===== src/hdl/gfx_pkg.sv =====
/* Graphics compositor shared definitions */
package gfx_pkg;

    // Configuration register map
    localparam int reg_count    = 8;
    localparam int reg_scroll_x = 1;
    localparam int reg_layout   = 3;
    localparam int reg_misc     = 6;
    localparam int reg_int      = 7;

    // Layer windows in dump coordinates
    localparam logic [8:0] wide_chr_start = 9'd0;
    localparam logic [8:0] wide_chr_end   = 9'd40;
    localparam logic [8:0] wide_scr_start = 9'd40;
    localparam logic [8:0] wide_scr_end   = 9'd296;
    localparam logic [8:0] flip_chr_start = 9'd240;
    localparam logic [8:0] flip_chr_end   = 9'd296;
    localparam logic [8:0] flip_scr_start = 9'd0;
    localparam logic [8:0] flip_scr_end   = 9'd240;
    localparam logic [8:0] norm_start     = 9'd16;
    localparam logic [8:0] norm_end       = 9'd264;

    // Blank borders
    localparam logic [8:0] narrow_lo    = 9'd24;
    localparam logic [8:0] narrow_hi    = 9'd264;
    localparam logic [8:0] wide_lo      = 9'd16;
    localparam logic [8:0] wide_hi      = 9'd272;
    localparam logic [8:0] vblank_lines = 9'd16;

    typedef struct packed {
        logic       win;
        logic [7:0] color;
    } line_pxl_t;

    typedef struct packed {
        logic       flip;
        logic       layout;
        logic       narrow_en;
        logic       scrwin_en;
        logic       irq_en;
        logic       nmi_en;
        logic [1:0] pal_bank;
        logic [8:0] chr_start;
        logic [8:0] chr_end;
        logic [8:0] scr_start;
        logic [8:0] scr_end;
    } cfg_t;

    typedef struct packed {
        logic       cs;
        logic       rnw;
        logic       cen;
        logic [2:0] addr;
        logic [7:0] data;
    } cpu_bus_t;

    typedef struct packed {
        logic       we;
        logic [8:0] addr;
        logic [3:0] data;
    } prom_prog_t;

    typedef struct packed {
        logic [3:0] color;
        logic       blank;
        logic       scr_prio;
        logic       chr_area;
    } layer_pxl_t;

endpackage


===== src/hdl/gfx_regs.sv =====
/* Configuration registers */
`timescale 1ns/1ps

module gfx_regs (
    input  logic            clk,
    input  logic            rst,
    input  gfx_pkg::cpu_bus_t bus,
    output logic [7:0]      dout,
    output gfx_pkg::cfg_t   cfg
);

    logic [7:0] mmr [gfx_pkg::reg_count];
    logic       wr_en;
    logic [8:0] chr_start;
    logic [8:0] chr_end;
    logic [8:0] scr_start;
    logic [8:0] scr_end;

    assign wr_en = bus.cen & bus.cs & ~bus.rnw;

    always_ff @(posedge clk, posedge rst) begin
        if (rst) begin
            for (int i = 0; i < gfx_pkg::reg_count; i++) begin
                mmr[i] <= 8'd0;
            end
        end else if (wr_en) begin
            mmr[bus.addr] <= bus.data;
        end
    end

    // CPU read-back
    assign dout = mmr[bus.addr];

    // Window bounds follow layout and flip on bus strobe cycles
    always_ff @(posedge clk, posedge rst) begin
        if (rst) begin
            chr_start <= gfx_pkg::norm_start;
            chr_end   <= gfx_pkg::norm_end;
            scr_start <= gfx_pkg::norm_start;
            scr_end   <= gfx_pkg::norm_end;
        end else if (bus.cen) begin
            if (cfg.layout) begin
                if (cfg.flip) begin
                    chr_start <= gfx_pkg::flip_chr_start;
                    chr_end   <= gfx_pkg::flip_chr_end;
                    scr_start <= gfx_pkg::flip_scr_start;
                    scr_end   <= gfx_pkg::flip_scr_end;
                end else begin
                    chr_start <= gfx_pkg::wide_chr_start;
                    chr_end   <= gfx_pkg::wide_chr_end;
                    scr_start <= gfx_pkg::wide_scr_start;
                    scr_end   <= gfx_pkg::wide_scr_end;
                end
            end else begin
                // Both layers share the 248 visible pixels
                chr_start <= gfx_pkg::norm_start;
                chr_end   <= gfx_pkg::norm_end;
                scr_start <= gfx_pkg::norm_start;
                scr_end   <= gfx_pkg::norm_end;
            end
        end
    end

    // Field decode
    always_comb begin
        cfg.layout    = mmr[gfx_pkg::reg_layout][4];
        cfg.narrow_en = mmr[gfx_pkg::reg_layout][6];
        cfg.scrwin_en = mmr[gfx_pkg::reg_misc][3];
        cfg.pal_bank  = mmr[gfx_pkg::reg_misc][5:4];
        cfg.nmi_en    = mmr[gfx_pkg::reg_int][0];
        cfg.irq_en    = mmr[gfx_pkg::reg_int][1];
        cfg.flip      = mmr[gfx_pkg::reg_int][3];
        cfg.chr_start = chr_start;
        cfg.chr_end   = chr_end;
        cfg.scr_start = scr_start;
        cfg.scr_end   = scr_end;
    end

endmodule


===== src/hdl/gfx_irq.sv =====
/* Frame IRQ and NMI generator */
`timescale 1ns/1ps

module gfx_irq (
    input  logic          clk,
    input  logic          rst,
    input  logic          pxl_cen,
    input  logic          lvbl,
    input  logic          lhbl,
    input  logic [8:0]    vdump,
    input  gfx_pkg::cfg_t cfg,
    output logic          cpu_irqn,
    output logic          cpu_nmin
);

    logic last_lvbl;

    always_ff @(posedge clk, posedge rst) begin
        if (rst) begin
            last_lvbl <= 1'b0;
            cpu_irqn  <= 1'b1;
            cpu_nmin  <= 1'b1;
        end else if (pxl_cen) begin
            last_lvbl <= lvbl;
            // Start of vertical blank
            if (!lvbl && last_lvbl) begin
                if (cfg.irq_en) cpu_irqn <= 1'b0;
            end else if (lhbl || !cfg.irq_en) begin
                cpu_irqn <= 1'b1;
            end
            // Once every 64 lines and held while bits 5:4 stay set
            if (!cfg.nmi_en || vdump[5:4] != 2'b11) begin
                cpu_nmin <= 1'b1;
            end else if (vdump[5:0] == 6'b11_0000) begin
                cpu_nmin <= 1'b0;
            end
        end
    end

endmodule


===== src/hdl/tile_layer.sv =====
/* Character and scroll layer path */
`timescale 1ns/1ps

module tile_layer (
    input  logic                clk,
    input  logic                rst,
    input  logic [8:0]          hdump,
    input  gfx_pkg::line_pxl_t  chr_pxl,
    input  gfx_pkg::line_pxl_t  scr_pxl,
    input  gfx_pkg::cfg_t       cfg,
    input  gfx_pkg::prom_prog_t prog,
    output gfx_pkg::layer_pxl_t tile
);

    logic [3:0] prom [256];
    logic       chr_area;
    logic       scr_area;
    logic       draw_scr;
    logic [7:0] pal_addr;
    logic [3:0] pal_data;
    logic [1:0] prio_d;
    logic [1:0] area_d;

    assign chr_area = hdump >= cfg.chr_start && hdump < cfg.chr_end;
    assign scr_area = hdump >= cfg.scr_start && hdump < cfg.scr_end;

    // Window decides first, then character transparency
    always_comb begin
        if (chr_area && !scr_area) begin
            draw_scr = 1'b0;
        end else if (!chr_area && scr_area) begin
            draw_scr = 1'b1;
        end else begin
            draw_scr = chr_pxl.color[3:0] == 4'h0;
        end
    end

    // Tile PROM sits in the upper half of the programming space
    always_ff @(posedge clk) begin
        if (prog.we && prog.addr[8]) begin
            prom[prog.addr[7:0]] <= prog.data;
        end
    end

    always_ff @(posedge clk, posedge rst) begin
        if (rst) begin
            pal_addr <= 8'd0;
            pal_data <= 4'd0;
            prio_d   <= 2'b00;
            area_d   <= 2'b00;
        end else begin
            pal_addr <= draw_scr ? scr_pxl.color : chr_pxl.color;
            pal_data <= prom[pal_addr];
            prio_d   <= {prio_d[0], cfg.scrwin_en & scr_pxl.win};
            area_d   <= {area_d[0], chr_area};
        end
    end

    assign tile.color    = pal_data;
    assign tile.blank    = pal_data == 4'h0;
    assign tile.scr_prio = prio_d[1];
    assign tile.chr_area = area_d[1];

endmodule


===== src/hdl/obj_layer.sv =====
/* Object palette path */
`timescale 1ns/1ps

module obj_layer (
    input  logic                clk,
    input  logic                rst,
    input  logic [7:0]          obj_pxl,
    input  gfx_pkg::prom_prog_t prog,
    output gfx_pkg::layer_pxl_t obj
);

    logic [3:0] prom [256];
    logic [7:0] pal_addr;
    logic [3:0] pal_data;

    // Object PROM is the lower half
    always_ff @(posedge clk) begin
        if (prog.we && !prog.addr[8]) begin
            prom[prog.addr[7:0]] <= prog.data;
        end
    end

    always_ff @(posedge clk, posedge rst) begin
        if (rst) begin
            pal_addr <= 8'd0;
            pal_data <= 4'd0;
        end else begin
            pal_addr <= obj_pxl;
            pal_data <= prom[pal_addr];
        end
    end

    assign obj.color    = pal_data;
    assign obj.blank    = pal_data == 4'h0;
    assign obj.scr_prio = 1'b0;
    assign obj.chr_area = 1'b0;

endmodule


===== src/hdl/pxl_mixer.sv =====
/* Layer priority mixer */
`timescale 1ns/1ps

module pxl_mixer (
    input  logic                clk,
    input  logic                rst,
    input  logic                pxl_cen,
    input  logic [8:0]          hdump,
    input  logic [8:0]          vdump,
    input  gfx_pkg::layer_pxl_t tile,
    input  gfx_pkg::layer_pxl_t obj,
    input  gfx_pkg::cfg_t       cfg,
    output logic [6:0]          pxl_out
);

    logic       border_narrow;
    logic       border_wide;
    logic       blank_area;
    logic [1:0] blank_d;
    logic       tile_wins;

    assign border_narrow = cfg.narrow_en &&
                           (hdump < gfx_pkg::narrow_lo || hdump >= gfx_pkg::narrow_hi);
    assign border_wide   = hdump < gfx_pkg::wide_lo || hdump >= gfx_pkg::wide_hi;
    assign blank_area    = vdump < gfx_pkg::vblank_lines ||
                           (!cfg.layout && (border_narrow || border_wide));

    // Object shows only where the tile does not claim the pixel
    assign tile_wins = obj.blank || (cfg.layout && tile.chr_area) ||
                       (tile.scr_prio && !tile.blank);

    always_ff @(posedge clk, posedge rst) begin
        if (rst) begin
            blank_d <= 2'b00;
            pxl_out <= '1;
        end else begin
            // Aligned with the two-stage layer pipelines
            blank_d <= {blank_d[0], blank_area};
            if (pxl_cen) begin
                if (blank_d[1]) begin
                    pxl_out <= 7'd0;
                end else if (tile_wins) begin
                    pxl_out <= {cfg.pal_bank, 1'b1, tile.color};
                end else begin
                    pxl_out <= {cfg.pal_bank, 1'b0, obj.color};
                end
            end
        end
    end

endmodule


===== src/hdl/gfx_top.sv =====
/* Pixel compositor top level */
`timescale 1ns/1ps

module gfx_top (
    input  logic                clk,
    input  logic                rst,
    input  logic                pxl_cen,
    input  logic                lhbl,
    input  logic                lvbl,
    input  logic [8:0]          hdump,
    input  logic [8:0]          vdump,
    input  gfx_pkg::line_pxl_t  chr_pxl,
    input  gfx_pkg::line_pxl_t  scr_pxl,
    input  logic [7:0]          obj_pxl,
    input  gfx_pkg::cpu_bus_t   bus,
    input  gfx_pkg::prom_prog_t prog,
    output logic [7:0]          dout,
    output logic                cpu_irqn,
    output logic                cpu_nmin,
    output logic                flip,
    output logic [6:0]          pxl_out
);

    gfx_pkg::cfg_t       cfg;
    gfx_pkg::layer_pxl_t tile;
    gfx_pkg::layer_pxl_t obj;

    assign flip = cfg.flip;

    gfx_regs regs_i (
        .clk  (clk),
        .rst  (rst),
        .bus  (bus),
        .dout (dout),
        .cfg  (cfg)
    );

    gfx_irq irq_i (
        .clk      (clk),
        .rst      (rst),
        .pxl_cen  (pxl_cen),
        .lvbl     (lvbl),
        .lhbl     (lhbl),
        .vdump    (vdump),
        .cfg      (cfg),
        .cpu_irqn (cpu_irqn),
        .cpu_nmin (cpu_nmin)
    );

    tile_layer tile_i (
        .clk     (clk),
        .rst     (rst),
        .hdump   (hdump),
        .chr_pxl (chr_pxl),
        .scr_pxl (scr_pxl),
        .cfg     (cfg),
        .prog    (prog),
        .tile    (tile)
    );

    obj_layer obj_i (
        .clk     (clk),
        .rst     (rst),
        .obj_pxl (obj_pxl),
        .prog    (prog),
        .obj     (obj)
    );

    pxl_mixer mixer_i (
        .clk     (clk),
        .rst     (rst),
        .pxl_cen (pxl_cen),
        .hdump   (hdump),
        .vdump   (vdump),
        .tile    (tile),
        .obj     (obj),
        .cfg     (cfg),
        .pxl_out (pxl_out)
    );

endmodule


===== config.mk =====
export PLATFORM = sky130hd
export DESIGN_NAME = gfx_top
export DESIGN_NICKNAME = d
export VERILOG_FILES = /design/src/hdl/gfx_pkg.sv /design/src/hdl/gfx_regs.sv /design/src/hdl/gfx_irq.sv /design/src/hdl/tile_layer.sv /design/src/hdl/obj_layer.sv /design/src/hdl/pxl_mixer.sv /design/src/hdl/gfx_top.sv
export SDC_FILE = /design/constraint.sdc
export NUM_CORES = 2
export LEC_CHECK = 0
export BUFFER_PORTS_ARGS = -buffer_cell sky130_fd_sc_hd__buf_2
export CORE_ASPECT_RATIO = 1.5
export CORE_UTILIZATION = 25
export DETAILED_ROUTE_END_ITERATION = 16
export HOLD_SLACK_MARGIN = 0.05
export PLACE_DENSITY = 0.43
export SKIP_CTS_REPAIR_TIMING = 1
export SYNTH_ARGS = -nofsm -noshare
export SYNTH_HDL_FRONTEND = slang
export SYNTH_HIERARCHICAL = 1
export SYNTH_SLANG_ARGS = --single-unit
export TNS_END_PERCENT = 20

===== constraint.sdc =====
create_clock -name clk -period 2.6 [get_ports clk]
set_clock_uncertainty 0.2 [all_clocks]
set_input_delay 0.26 -clock clk [delete_from_list [all_inputs] [get_ports clk]]
set_output_delay 0.26 -clock clk [all_outputs]
set_load 0.005 [all_outputs]

==> summary.txt <==
share of layout cells above drive strength 1 = 32.29%
most common cell after layout, fill and taps aside = edfxtp_1
Worst Setup Start Kind = flip-flop
Worst-Margin Slew = 1.042 ns
final worst-path cycle share = 115.4%
Layout fillers = 33520
Antenna Nets Post-Route = 0
initial detailed-routing violation count = 3352
Reg clk slew, reported paths = 0.07 ns
# rows = 265
CP top delay family = multiplexers
DIE WIDTH = 484.4 µm
final worst slack = -0.4009 ns
Layout area overhead = 22.83%
critical path's slowest cell = mux4_2
CP peak stage delay = 0.52 ns
initial core utilization = 25.13%
RSZ-0062 raised after global routing = true
min Tclk post-route = 3.001 ns
vias in the first global route = 49090
Vert. Die Dim = 725.5 µm
core area = 0.3472 mm²
Data required, critical path = 3.19 ns
failing checks = setup timing
GR Util All Layers = 14.03%
via count = 45830
Placement Cell Area = 0.09802 mm²
Inst Count DP = 9575
Hold WC Path Type = in -> reg
DRC violations left = 0
LEAKAGE = 34.87 nW
pin count of the biggest net entering global routing = 109
number of port buffers = 93
first-pass GRT wire length = 358900 µm
clk buf depth = 4
worst-path cell chain = buf_12 -> buf_12 -> buf_4 -> mux4_2 -> mux2_2 -> a21oi_1 -> nand4_1 -> a211o_1
Final Hold Violating Endpoints = 0
Placer Congestion = 0.8043
peak supply drop = 0.0005936 V
cell area after synthesis = 0.08725 mm²
# H-tree levels = 4
io pins = 95
total power = 78.50 mW
worst skew pair latency = 0.90 ns
CP arrival = 3.59 ns
Routed WL = 253000 µm
# nets final = 5499
Detailed Routing Iterations Pass 1 = 7
Clock Sink Count = 2158
crit path kind = reg -> reg
Critical Path Sink Type = flip-flop
syn_area_per_cell = 19.07 µm²
hpwl dp = 172300 µm
f_max = 0.3332 GHz
WL per Instance = 25.03 µm
Setup TNS = -2.724 ns
relative slew slack = 29.87%
initial antenna violation count = 8
clk root buf = clkbuf_16
# setup viols final = 16
number of buffers created by CTS = 224
Avg Vias per Cell = 4.535
Cells after Synth = 4576
Max-cap violations = 0
Buf/Inv on CP = 3
pwr/cell area = 732.5 mW/mm²
Final Cell Area = 0.1072 mm²
Worst path most repeated cell = buf_12
Final Max Slew Viols = 0
CP Max Fanout = 6
Ys Warns = 6
outcome = complete, but fails checks
TritonCTS clock tree = done
die footprint = 0.3514 mm²
Placement Setup Slack = -0.6531 ns
final cell count without fillers = 10110
most frequent cells in the layout = 2048 x edfxtp_1, 564 x nor2_1, 551 x buf_4, 454 x mux4_2, 231 x clkbuf_16
grt ovf = 0
==> sequential cells by signal, summed over array words and instances, names as in the netlist, 4 cells and up <==
signal / count
mixer_i/pxl_out: 7
obj_i/pal_addr: 8
obj_i/pal_data: 4
obj_i/prom: 1024
regs_i/cfg: 8
regs_i/mmr: 56
tile_i/pal_addr: 8
tile_i/pal_data: 4
tile_i/prom: 1024
==> per-stage QoR <==
step,utilization [%],hold WS [ns]
2_1_floorplan,-,-0.1878
3_3_place_gp,28.23,-0.0004189
3_5_place_dp,28.23,0.009774
4_1_cts,30.31,-0.9210
5_1_grt,30.87,0.06033
6_report,30.87,0.08406
==> per-layer routing <==
layer  up-vias  global-route usage, %  share of wire, %
li1      20100                      -                 -
met1     24410                  15.61                38
met2       976                  27.28                56
met3       352                  1.815               3.6
met4         0                  4.176               2.9
met5         -                      0                 0
==> tightest hold or removal path, delay by kind of cell <==
family / cells / cell delay (ns)
buf+inv: 2 / 0.45
simple gates: 2 / 0.26
==> cell type report <==
cell class                      count  area, µm²  share of cell area, %
Inverter                           60      225.2                 0.2102
Antenna cell                        6      15.01                0.01401
Multi-Input combinational cell   2068      21340                  19.92
Sequential cell                  2158      64300                  60.00
Clock buffer                      284       5983                  5.583
Clock inverter                    116       1236                  1.154
Timing Repair Buffer              876       8384                  7.824
Tap cell                         4539       5679                  5.299
==> power by group <==
| group | internal [mW] | switching (mW) | leakage (nW) |
|---|---|---|---|
| registers | 38.4 | 0.353 | 19.7 |
| clock network | 18.5 | 13.6 | 3.50 |
| logic | 3.59 | 4.07 | 11.6 |
==> path summary, 6_finish.rpt <==
| check | from | end | slack (ns) | cells past startpoint |
|---|---|---|---|---|
| setup reg to reg | obj_i/pal_addr[0]$_DFF_PP0_ | obj_i/pal_data[3]$_DFF_PP0_ | -0.40 | 8 |
| setup / recovery | obj_i/pal_addr[0]$_DFF_PP0_ | obj_i/pal_data[3]$_DFF_PP0_ | -0.40 | 8 |
| max in group asynchronous | rst | tile_i/pal_addr[1]$_DFF_PP0_ | 1.04 | 4 |
| min in group asynchronous | rst | irq_i/last_lvbl$_DFFE_PP0P_ | 0.37 | 4 |
| hold reg to reg | mixer_i/blank_d[0]$_DFF_PP0_ | mixer_i/blank_d[1]$_DFF_PP0_ | 0.16 | 0 |
| hold / removal | prog[8] | tile_i/prom[120][1]$_DFFE_PP_ | 0.08 | 4 |
No activity file was read; power rests on OpenSTA's default activity.
